[src/source/ucodeCfg_cfg.svh]
`ifndef UCODE_CFG_SVH
`define UCODE_CFG_SVH

// Table and ROM widths
`define UCODE_OPCODE_W 8
`define UCODE_ADDR_W 10
`define UCODE_CB_IDX_W 9

// Addressable microcode words
`define UCODE_ROM_DEPTH 587

// Fixed flow indices
`define UCODE_FLOW_DEFAULT 278
`define UCODE_FLOW_CB_NONE 0
`define UCODE_FLOW_CB_BIT7 16
`define UCODE_FLOW_CB_RL 69
`define UCODE_FLOW_CB_SRL 505
`define UCODE_FLOW_CB_RR 509

`endif
[src/source/ucodePkg.sv]
`include "ucodeCfg_cfg.svh"

package ucodePkg;

	//////////////////////////////////////////////////
	// Micro-op fields
	//////////////////////////////////////////////////

	// Sequencer control, what happens to the uPC after this word
	typedef enum logic [3:0] {
		op,
		inc,
		eof,
		incEof,
		eofFu,
		incEofFu,
		updateFlags,
		incEofZ,
		incEofNz,
		incEofC
	} flowCtlE;

	typedef enum logic [5:0] {
		nop,
		sma,
		smw,
		srm,
		inc16,
		dec16,
		sx16r,
		srx16,
		addx16,
		addx16u,
		subx16,
		spc,
		jcb,
		bitTest,
		shl,
		shr,
		rrot,
		seti,
		ceti,
		hlt,
		z801bop
	} uopActE;

	// Register or temp the action works on
	typedef enum logic [4:0] {
		none,
		a,
		b,
		c,
		d,
		e,
		h,
		l,
		f,
		bc,
		de,
		hl,
		sp,
		pc,
		x8,
		x16
	} uopOperandE;

	//////////////////////////////////////////////////
	// Main opcodes with a flow of their own
	//////////////////////////////////////////////////

	typedef enum logic [`UCODE_OPCODE_W-1:0] {
		NOP = 8'h00, HALT = 8'h76, DI = 8'hF3, EI = 8'hFB,
		LDrn_b = 8'h06, LDrn_c = 8'h0E, LDrn_d = 8'h16, LDrn_e = 8'h1E,
		LDrn_h = 8'h26, LDrn_l = 8'h2E, LDrn_a = 8'h3E,
		INCr_b = 8'h04, INCr_c = 8'h0C, INCr_d = 8'h14, INCr_e = 8'h1C,
		INCr_h = 8'h24, INCr_l = 8'h2C, INCr_a = 8'h3C,
		DECr_b = 8'h05, DECr_c = 8'h0D, DECr_d = 8'h15, DECr_e = 8'h1D,
		DECr_h = 8'h25, DECr_l = 8'h2D, DECr_a = 8'h3D,
		ADDr_b = 8'h80, ADDr_c = 8'h81, ADDr_d = 8'h82, ADDr_e = 8'h83,
		ADDr_h = 8'h84, ADDr_l = 8'h85, ADDr_a = 8'h87,
		SUBr_b = 8'h90, SUBr_c = 8'h91, SUBr_d = 8'h92, SUBr_e = 8'h93,
		SUBr_h = 8'h94, SUBr_l = 8'h95, SUBr_a = 8'h97,
		POPBC = 8'hC1, PUSHBC = 8'hC5, POPDE = 8'hD1, PUSHDE = 8'hD5,
		JRn = 8'h18, JRNZn = 8'h20, JRZn = 8'h28, JRNCn = 8'h30
	} opcodeE;

endpackage

[src/source/ucodeFrontEnd.sv]
`timescale 1ns/1ns
`include "ucodeCfg_cfg.svh"

module ucodeFrontEnd
(
	input logic clock,
	input logic rst,
	input logic [`UCODE_OPCODE_W-1:0] opcode,
	input logic cbPrefix,
	input logic [`UCODE_ADDR_W-1:0] uopAddr,
	output logic [`UCODE_ADDR_W-1:0] flowIdx,
	output ucodePkg::flowCtlE uopFlow,
	output ucodePkg::uopActE uopAct,
	output ucodePkg::uopOperandE uopOperand
);

	logic [`UCODE_ADDR_W-1:0] mainIdx;
	logic [`UCODE_CB_IDX_W-1:0] cbIdx;
	logic [`UCODE_ADDR_W-1:0] selIdx;

	//////////////////////////////////////////////////
	// Flow index lookup
	//////////////////////////////////////////////////

	opcodeFlowLut mainLut_i (.opcode(opcode), .mainIdx(mainIdx));

	cbFlowLut cbLut_i (.opcode(opcode), .cbIdx(cbIdx));

	// CB table is one bit narrower
	assign selIdx = cbPrefix ? `UCODE_ADDR_W'(cbIdx) : mainIdx;

	always_ff @(posedge clock)
	begin
		if (rst)
			flowIdx <= '0;
		else
			flowIdx <= selIdx;
	end

	//////////////////////////////////////////////////
	// Microcode read
	//////////////////////////////////////////////////

	ucodeRom rom_i (
		.clock(clock),
		.rst(rst),
		.uopAddr(uopAddr),
		.uopFlow(uopFlow),
		.uopAct(uopAct),
		.uopOperand(uopOperand)
	);

	// Whichever table was picked, the index must land inside the ROM
	flowIdxInRom: assert property (@(posedge clock) disable iff (rst)
		flowIdx < `UCODE_ROM_DEPTH)
	else
		$error("ucodeFrontEnd: flow index %0d beyond ROM", flowIdx);

endmodule

[src/source/ucodeRom.sv]
`timescale 1ns/1ns
`include "ucodeCfg_cfg.svh"

module ucodeRom
(
	input logic clock,
	input logic rst,
	input logic [`UCODE_ADDR_W-1:0] uopAddr,
	output ucodePkg::flowCtlE uopFlow,
	output ucodePkg::uopActE uopAct,
	output ucodePkg::uopOperandE uopOperand
);
	import ucodePkg::*;

	flowCtlE romFlow;
	uopActE romAct;
	uopOperandE romOperand;

	//////////////////////////////////////////////////
	// Word decode
	//////////////////////////////////////////////////

	// Words that are op, nop, none inside a flow are left to the default
	always_comb
	begin
		romFlow = op;
		romAct = nop;
		romOperand = none;
		case (uopAddr)
			0: {romFlow, romAct, romOperand} = {incEofFu, z801bop, a};
			278: {romFlow, romAct, romOperand} = {updateFlags, z801bop, a};
			// Operand fetch, shared by immediate loads and jumps
			17, 23, 26, 60, 106, 112, 115, 121, 136, 146, 414:
				{romFlow, romAct, romOperand} = {inc, sma, pc};
			24, 27, 61, 113, 122, 137, 147:
				{romFlow, romAct, romOperand} = {inc, nop, none};
			25: {romFlow, romAct, romOperand} = {eof, srm, c};
			28: {romFlow, romAct, romOperand} = {eof, srm, a};
			62: {romFlow, romAct, romOperand} = {eof, srm, b};
			114: {romFlow, romAct, romOperand} = {eof, srm, l};
			123: {romFlow, romAct, romOperand} = {eof, srm, e};
			138: {romFlow, romAct, romOperand} = {eof, srm, d};
			148: {romFlow, romAct, romOperand} = {eof, srm, h};
			// Relative jumps, the conditional ones leave early
			19: {romFlow, romAct, romOperand} = {incEofZ, srm, x8};
			108: {romFlow, romAct, romOperand} = {incEofNz, srm, x8};
			117: {romFlow, romAct, romOperand} = {inc, srm, x8};
			415: {romFlow, romAct, romOperand} = {incEofC, sx16r, pc};
			20, 109, 118: {romFlow, romAct, romOperand} = {op, sx16r, pc};
			21, 110, 119, 416: {romFlow, romAct, romOperand} = {op, addx16, x8};
			22, 111, 120: {romFlow, romAct, romOperand} = {eof, spc, x16};
			417: {romFlow, romAct, romOperand} = {op, inc16, x16};
			418: {romFlow, romAct, romOperand} = {op, spc, x16};
			// Single word inc/dec
			32: {romFlow, romAct, romOperand} = {incEofFu, inc16, c};
			161: {romFlow, romAct, romOperand} = {incEofFu, inc16, b};
			47: {romFlow, romAct, romOperand} = {incEofFu, dec16, a};
			48: {romFlow, romAct, romOperand} = {incEofFu, dec16, c};
			135: {romFlow, romAct, romOperand} = {incEofFu, dec16, d};
			// Two word inc/dec, flags then close
			164: {romFlow, romAct, romOperand} = {updateFlags, inc16, d};
			250: {romFlow, romAct, romOperand} = {updateFlags, inc16, e};
			302: {romFlow, romAct, romOperand} = {updateFlags, inc16, a};
			308: {romFlow, romAct, romOperand} = {updateFlags, inc16, l};
			312: {romFlow, romAct, romOperand} = {updateFlags, inc16, h};
			166: {romFlow, romAct, romOperand} = {updateFlags, dec16, e};
			170: {romFlow, romAct, romOperand} = {updateFlags, dec16, h};
			300: {romFlow, romAct, romOperand} = {updateFlags, dec16, b};
			310: {romFlow, romAct, romOperand} = {updateFlags, dec16, l};
			162, 165, 167, 171, 251, 279, 301, 303, 309, 311, 313, 548:
				{romFlow, romAct, romOperand} = {incEof, nop, none};
			// Push and pop
			63, 66, 214, 217: {romFlow, romAct, romOperand} = {op, dec16, sp};
			64, 71, 226: {romFlow, romAct, romOperand} = {op, sma, sp};
			65: {romFlow, romAct, romOperand} = {op, smw, b};
			67: {romFlow, romAct, romOperand} = {op, smw, c};
			216: {romFlow, romAct, romOperand} = {op, smw, d};
			218: {romFlow, romAct, romOperand} = {op, smw, e};
			68, 219: {romFlow, romAct, romOperand} = {incEof, sma, pc};
			72, 227: {romFlow, romAct, romOperand} = {op, inc16, sp};
			73: {romFlow, romAct, romOperand} = {op, srm, c};
			74: {romFlow, romAct, romOperand} = {op, srm, b};
			228: {romFlow, romAct, romOperand} = {op, srm, e};
			229: {romFlow, romAct, romOperand} = {op, srm, d};
			75, 230: {romFlow, romAct, romOperand} = {inc, inc16, sp};
			76, 231: {romFlow, romAct, romOperand} = {eof, sma, pc};
			// A goes through x16 for ADD and SUB
			132, 175, 178, 181, 184, 187, 190, 193, 196, 199, 202, 205, 208, 211:
				{romFlow, romAct, romOperand} = {op, sx16r, a};
			176: {romFlow, romAct, romOperand} = {updateFlags, addx16u, a};
			179: {romFlow, romAct, romOperand} = {updateFlags, addx16u, b};
			185: {romFlow, romAct, romOperand} = {updateFlags, addx16u, c};
			188: {romFlow, romAct, romOperand} = {updateFlags, addx16u, d};
			191: {romFlow, romAct, romOperand} = {updateFlags, addx16u, e};
			194: {romFlow, romAct, romOperand} = {updateFlags, addx16u, h};
			197: {romFlow, romAct, romOperand} = {updateFlags, addx16u, l};
			133: {romFlow, romAct, romOperand} = {updateFlags, subx16, b};
			182: {romFlow, romAct, romOperand} = {updateFlags, subx16, c};
			200: {romFlow, romAct, romOperand} = {updateFlags, subx16, d};
			203: {romFlow, romAct, romOperand} = {updateFlags, subx16, e};
			206: {romFlow, romAct, romOperand} = {updateFlags, subx16, h};
			209: {romFlow, romAct, romOperand} = {updateFlags, subx16, l};
			212: {romFlow, romAct, romOperand} = {updateFlags, subx16, a};
			134, 177, 180, 183, 186, 189, 192, 195, 198, 201, 204, 207, 210, 213:
				{romFlow, romAct, romOperand} = {incEof, srx16, a};
			// CB flows
			16: {romFlow, romAct, romOperand} = {eofFu, bitTest, none};
			69: {romFlow, romAct, romOperand} = {eofFu, shl, none};
			505: {romFlow, romAct, romOperand} = {updateFlags, shr, none};
			509: {romFlow, romAct, romOperand} = {updateFlags, rrot, none};
			419, 506, 510: {romFlow, romAct, romOperand} = {eof, nop, none};
			// Interrupt enable and halt
			163: {romFlow, romAct, romOperand} = {incEof, ceti, none};
			511: {romFlow, romAct, romOperand} = {incEof, seti, none};
			547: {romFlow, romAct, romOperand} = {op, hlt, none};
			default: ;
		endcase
	end

	// Block ROM style output register
	always_ff @(posedge clock)
	begin
		if (rst)
		begin
			uopFlow <= op;
			uopAct <= nop;
			uopOperand <= none;
		end
		else
		begin
			uopFlow <= romFlow;
			uopAct <= romAct;
			uopOperand <= romOperand;
		end
	end

endmodule

[src/source/cbFlowLut.sv]
`timescale 1ns/1ns
`include "ucodeCfg_cfg.svh"

module cbFlowLut
(
	input logic [`UCODE_OPCODE_W-1:0] opcode,
	output logic [`UCODE_CB_IDX_W-1:0] cbIdx
);

	always_comb
	begin
		case (opcode)
			8'h7C: cbIdx = `UCODE_CB_IDX_W'(`UCODE_FLOW_CB_BIT7);
			8'h11: cbIdx = `UCODE_CB_IDX_W'(`UCODE_FLOW_CB_RL);
			8'h38: cbIdx = `UCODE_CB_IDX_W'(`UCODE_FLOW_CB_SRL);
			// RR b, c, d, e, h, l and a
			8'h18, 8'h19, 8'h1A, 8'h1B, 8'h1C, 8'h1D, 8'h1F:
				cbIdx = `UCODE_CB_IDX_W'(`UCODE_FLOW_CB_RR);
			default: cbIdx = `UCODE_CB_IDX_W'(`UCODE_FLOW_CB_NONE);
		endcase
	end

endmodule

[src/source/opcodeFlowLut.sv]
`timescale 1ns/1ns
`include "ucodeCfg_cfg.svh"

module opcodeFlowLut
(
	input logic [`UCODE_OPCODE_W-1:0] opcode,
	output logic [`UCODE_ADDR_W-1:0] mainIdx
);
	import ucodePkg::*;

	always_comb
	begin
		case (opcodeE'(opcode))
			// Control and misc
			NOP: mainIdx = 10'd162;
			DI: mainIdx = 10'd163;
			EI: mainIdx = 10'd511;
			HALT: mainIdx = 10'd547;
			// Immediate loads
			LDrn_b: mainIdx = 10'd60;
			LDrn_c: mainIdx = 10'd23;
			LDrn_d: mainIdx = 10'd136;
			LDrn_e: mainIdx = 10'd121;
			LDrn_h: mainIdx = 10'd146;
			LDrn_l: mainIdx = 10'd112;
			LDrn_a: mainIdx = 10'd26;
			// 8-bit increment and decrement
			INCr_b: mainIdx = 10'd161;
			INCr_c: mainIdx = 10'd32;
			INCr_d: mainIdx = 10'd164;
			INCr_e: mainIdx = 10'd250;
			INCr_h: mainIdx = 10'd312;
			INCr_l: mainIdx = 10'd308;
			INCr_a: mainIdx = 10'd302;
			DECr_b: mainIdx = 10'd300;
			DECr_c: mainIdx = 10'd48;
			DECr_d: mainIdx = 10'd135;
			DECr_e: mainIdx = 10'd166;
			DECr_h: mainIdx = 10'd170;
			DECr_l: mainIdx = 10'd310;
			DECr_a: mainIdx = 10'd47;
			// Accumulator arithmetic
			ADDr_b: mainIdx = 10'd178;
			ADDr_c: mainIdx = 10'd184;
			ADDr_d: mainIdx = 10'd187;
			ADDr_e: mainIdx = 10'd190;
			ADDr_h: mainIdx = 10'd193;
			ADDr_l: mainIdx = 10'd196;
			ADDr_a: mainIdx = 10'd175;
			SUBr_b: mainIdx = 10'd132;
			SUBr_c: mainIdx = 10'd181;
			SUBr_d: mainIdx = 10'd199;
			SUBr_e: mainIdx = 10'd202;
			SUBr_h: mainIdx = 10'd205;
			SUBr_l: mainIdx = 10'd208;
			SUBr_a: mainIdx = 10'd211;
			// Stack
			PUSHBC: mainIdx = 10'd63;
			POPBC: mainIdx = 10'd71;
			PUSHDE: mainIdx = 10'd214;
			POPDE: mainIdx = 10'd226;
			// Relative jumps
			JRn: mainIdx = 10'd115;
			JRZn: mainIdx = 10'd106;
			JRNZn: mainIdx = 10'd17;
			JRNCn: mainIdx = 10'd414;
			// Generic 1 byte flow
			default: mainIdx = `UCODE_ADDR_W'(`UCODE_FLOW_DEFAULT);
		endcase
	end

endmodule

[config.mk]
export PLATFORM = sky130hd
export DESIGN_NAME = ucodeFrontEnd
export DESIGN_NICKNAME = d
export VERILOG_FILES = /design/src/source/ucodePkg.sv /design/src/source/ucodeFrontEnd.sv /design/src/source/ucodeRom.sv /design/src/source/cbFlowLut.sv /design/src/source/opcodeFlowLut.sv
export VERILOG_INCLUDE_DIRS = /design/src /design/src/source
export SDC_FILE = /design/constraint.sdc
export NUM_CORES = 1
export LEC_CHECK = 0
export ABC_AREA = 1
export CORE_MARGIN = 1.5
export CORE_UTILIZATION = 45
export DETAILED_ROUTE_END_ITERATION = 10
export DONT_BUFFER_PORTS = 1
export GPL_TIMING_DRIVEN = 0
export REMOVE_ABC_BUFFERS = 1
export SLEW_MARGIN = 20
export SYNTH_ARGS = -nofsm -noshare
export SYNTH_HDL_FRONTEND = slang
export SYNTH_SLANG_ARGS = --single-unit
[constraint.sdc]
create_clock -name clock -period 1.8 [get_ports clock]
set_input_delay 0.36 -clock clock [delete_from_list [all_inputs] [get_ports clock]]
set_output_delay 0.36 -clock clock [all_outputs]
set_load 0.005 [all_outputs]
==> results list <==
- The worst-case IR drop observed on VDD is approximately 420 uV.
- 46 I/O pins were placed.
* Total Wirelength: ~19 mm
- Ratio of cells with drive above 1 in the final layout: 0.06463
- Count of antenna-violating nets left after detailed routing: 0
* Worst path arrival time: 1.95 ns
- Actual transition at the worst max-transition pin: between 0.7 and 0.8 ns
- Number of buffers on the longest clock path: 2
* Synth Cell Area: 3971 um2
- Vias/cell: between 6 and 7
- Counting tap cells, the placed design contains a total of ~950 instances.
- Htree depth: 1
- Count of flip-flops with a built-in enable after synthesis: 0
* Via count of the first global-routing pass: about 5.3k
- Cell types with the largest area share after synthesis: sky130_fd_sc_hd__nand2_1, sky130_fd_sc_hd__nor2_1, sky130_fd_sc_hd__nand3_1
- Counting flops and latches in the post-synthesis netlist gives 23.
- Overall track demand over capacity in global routing: 0.3845
- Summed over all layers, the global routing overflow is 0.
- Number of fill cells: between 1k and 1.5k
- Layout Nets: 873
- Ranking of synthesized cells by instance count: sky130_fd_sc_hd__nand2_1, sky130_fd_sc_hd__nor2_1, sky130_fd_sc_hd__nand3_1
- Status: completed
- Once layout is complete, the utilization of the core stands at 0.4922.
- Most common flop cell mapped by yosys: sky130_fd_sc_hd__dfxtp_1
- Of all nets on the critical path, the largest fanout is 9.
- Number of standard cells in the final layout excluding fillers: around 960
- The worst setup path is captured at a flop.
- Total number of clock tree sinks: 23
- Routed WL per cell: between 15 and 20 um
* Yosys warns: 0
- Power density relative to cell area: between 200 and 300 nW/um2
- TritonCTS clock tree: done
- After legalization and detailed placement, the total HPWL measured roughly 15 mm.
* Number of port buffers: 0
- Slowest library cell on the worst path: sky130_fd_sc_hd__nor2_2
- With fillers left out, the area of the finished cells amounts to approximately 4300 um2.
* Final number of setup-violating endpoints: 0
- Biggest area consumer among synthesized cells: sky130_fd_sc_hd__nand2_1
* Total power: approximately 1200 uW
- The routed design could run at a clock period as short as approximately 1.8 ns.
- The die covers 9397 um2.
- Detailed routing inserted a total of around 5.9k vias.
* Placeable core region: 8636 um2
- Final-report max-slew violation count: 0
- The synthesized netlist contains 31 unique library cells.
* Die Y-Extent: roughly 97 um
* Pin count of the biggest net entering global routing: 38
- Syn Area/Cell: 4.645 um2
- The share of the Yosys chip area taken by registers is 0.1159.
- On the worst path, the slowest cell contributes a delay of a little over 0.3 ns.
* Cell with the most instances after synthesis: sky130_fd_sc_hd__nand2_1
- From left edge to right edge, the die measures roughly 97 um.
* Num CTS Buffers: 3
- Buffers & Inverters on Critical Path: 2
- The first global-routing pass estimated between 20 and 30 mm of wire.
* Weighted congestion reported at the end of routability-driven placement: around 1.1
- Dividing the final minimum period by the clock period gives 0.9776.
- Final Hold Viols: 0
- The cell count after synthesis came out at 855.
- The tool flagged a number of max-cap violations equal to 0.
- Kind of cell adding the most delay to the critical path: simple AND/OR/NAND/NOR gates
- Area growth, synth to finish: 7.026%
- After synthesis, the share of flip-flops with an asynchronous set or reset is 0.
- First drt pass iteration count: 7
- By startpoint and endpoint, the worst setup path is classified as input pin to flop.
- Number of antenna repair diodes: 0
- Initial Util: 0.4599
- Clock transition at the registers of the reported paths: approximately 0.080 ns
- Number of placement rows: 34
- The worst setup path is launched from an input pin.
* Clock root buffer: sky130_fd_sc_hd__clkbuf_8
- Chain of cells forming the critical path: nor2_2 > inv_1 > nor2_4 > nand3_1 > nand2_1 > inv_1 > nand2_1 > nor2_1 > nand3_1 > nor2_1 > a21oi_1
* Total placed instance area: around 4000 um2
* Antenna violations before repair: 0
* Headroom to the max-slew limit: 0.5175
- Max Clk Rate: 0.5683 GHz
- For the worst setup path, the data required time is about 2.0 ns.
* Number of remaining DRC errors: 0
* Hold WC Path Type: input pin to flop
- LEAKAGE: ~0.0025 uW
- Share of Yosys cell area claimed by the top area cell type: 0.2637
* Iteration-0 DRC Markers: about 960
path summary, 6_finish.rpt:
path / cells after the start / to / from / slack (ns)
max: 11 / rom_i.uopAct[0]$_SDFF_PP0_ / uopAddr[7] / 0.04
min: 1 / flowIdx[6]$_SDFF_PP0_ / rst / 0.16
metal layers:
metal / wire (um) / track usage
met5: 0 / 0
met4: 579 / 0.1070
met3: 3511 / 0.1835
met2: 7053 / 0.5202
met1: 7438 / 0.5369
per-stage QoR:
| step | worst slack (ns) | hold slack, ns | setup TNS (ns) |
|---|---|---|---|
| 3_5_place_dp | -0.4888 | 0.4349 | -5.949 |
| 2_1_floorplan | -0.5635 | 0.4291 | -6.114 |
| 4_1_cts | 0.02001 | 0.1573 | 0 |
| 3_3_place_gp | -1.602 | 0.4348 | -18.64 |
| 5_1_grt | -0.002040 | 0.1424 | -0.002040 |
| 6_report | 0.04027 | 0.1579 | 0 |
area by class of cell:
cell class	count	area, um2	share of cell area
Multi-Input combinational cell	743	3286	0.7730
Clock buffer	4	45.04	0.01060
Tap cell	108	135.1	0.03179
Inverter	79	296.5	0.06977
Sequential cell	23	460.4	0.1083
Timing Repair Buffer	2	27.53	0.006476
flip-flops by register name (all words and copies together), names as in the netlist:
| register | cells |
|---|---|
| flowIdx | 10 |
| rom_i.uopOperand | 4 |
| rom_i.uopFlow | 4 |
| rom_i.uopAct | 5 |
timing repair:
action / CTS / global route
hold buffers: 0 / 0
buffers inserted: 1 / 0
endpoints found under the setup margin: 11 / 19
pin swaps: 1 / 1
gates resized for setup: 5 / 31
endpoints found under the hold margin: 0 / 0
kinds of logic after synthesis:
family | synth area share
AND/OR/NAND/NOR | 0.7117
buffers and inverters | 0.09042
AO/OA/AOI/OAI | 0.08097
flip-flops | 0.1159
other | 0.0009443
report_power, final:
group	leakage [uW]	internal (uW)	total, uW	switching, uW
registers	0.000187	526	537	10.6
clock network	0.0000228	158	309	152
logic	0.00227	89.1	397	307
placed cells by master, fill, tap and decap left out, types with 2 or more instances in the layout:
master / netlist / layout
sky130_fd_sc_hd__nand2_1: 279 / 276
sky130_fd_sc_hd__nor2_1: 238 / 224
sky130_fd_sc_hd__nand3_1: 109 / 107
sky130_fd_sc_hd__inv_1: 72 / 71
sky130_fd_sc_hd__a21oi_1: 26 / 25
sky130_fd_sc_hd__dfxtp_1: 23 / 23
sky130_fd_sc_hd__o21ai_0: 23 / 22
sky130_fd_sc_hd__nor2_2: 17 / 19
sky130_fd_sc_hd__nor3_1: 14 / 14
sky130_fd_sc_hd__nor2_4: 0 / 12
sky130_fd_sc_hd__nand4_1: 12 / 12
sky130_fd_sc_hd__inv_2: 6 / 7
sky130_fd_sc_hd__nand2_2: 2 / 5
sky130_fd_sc_hd__o21ai_1: 3 / 4
sky130_fd_sc_hd__nand3_2: 2 / 4
sky130_fd_sc_hd__nand3b_1: 4 / 4
sky130_fd_sc_hd__clkbuf_8: 0 / 3
sky130_fd_sc_hd__a31oi_1: 2 / 2
sky130_fd_sc_hd__conb_1: 1 / 2
No activity file was read; power rests on OpenSTA's default activity.
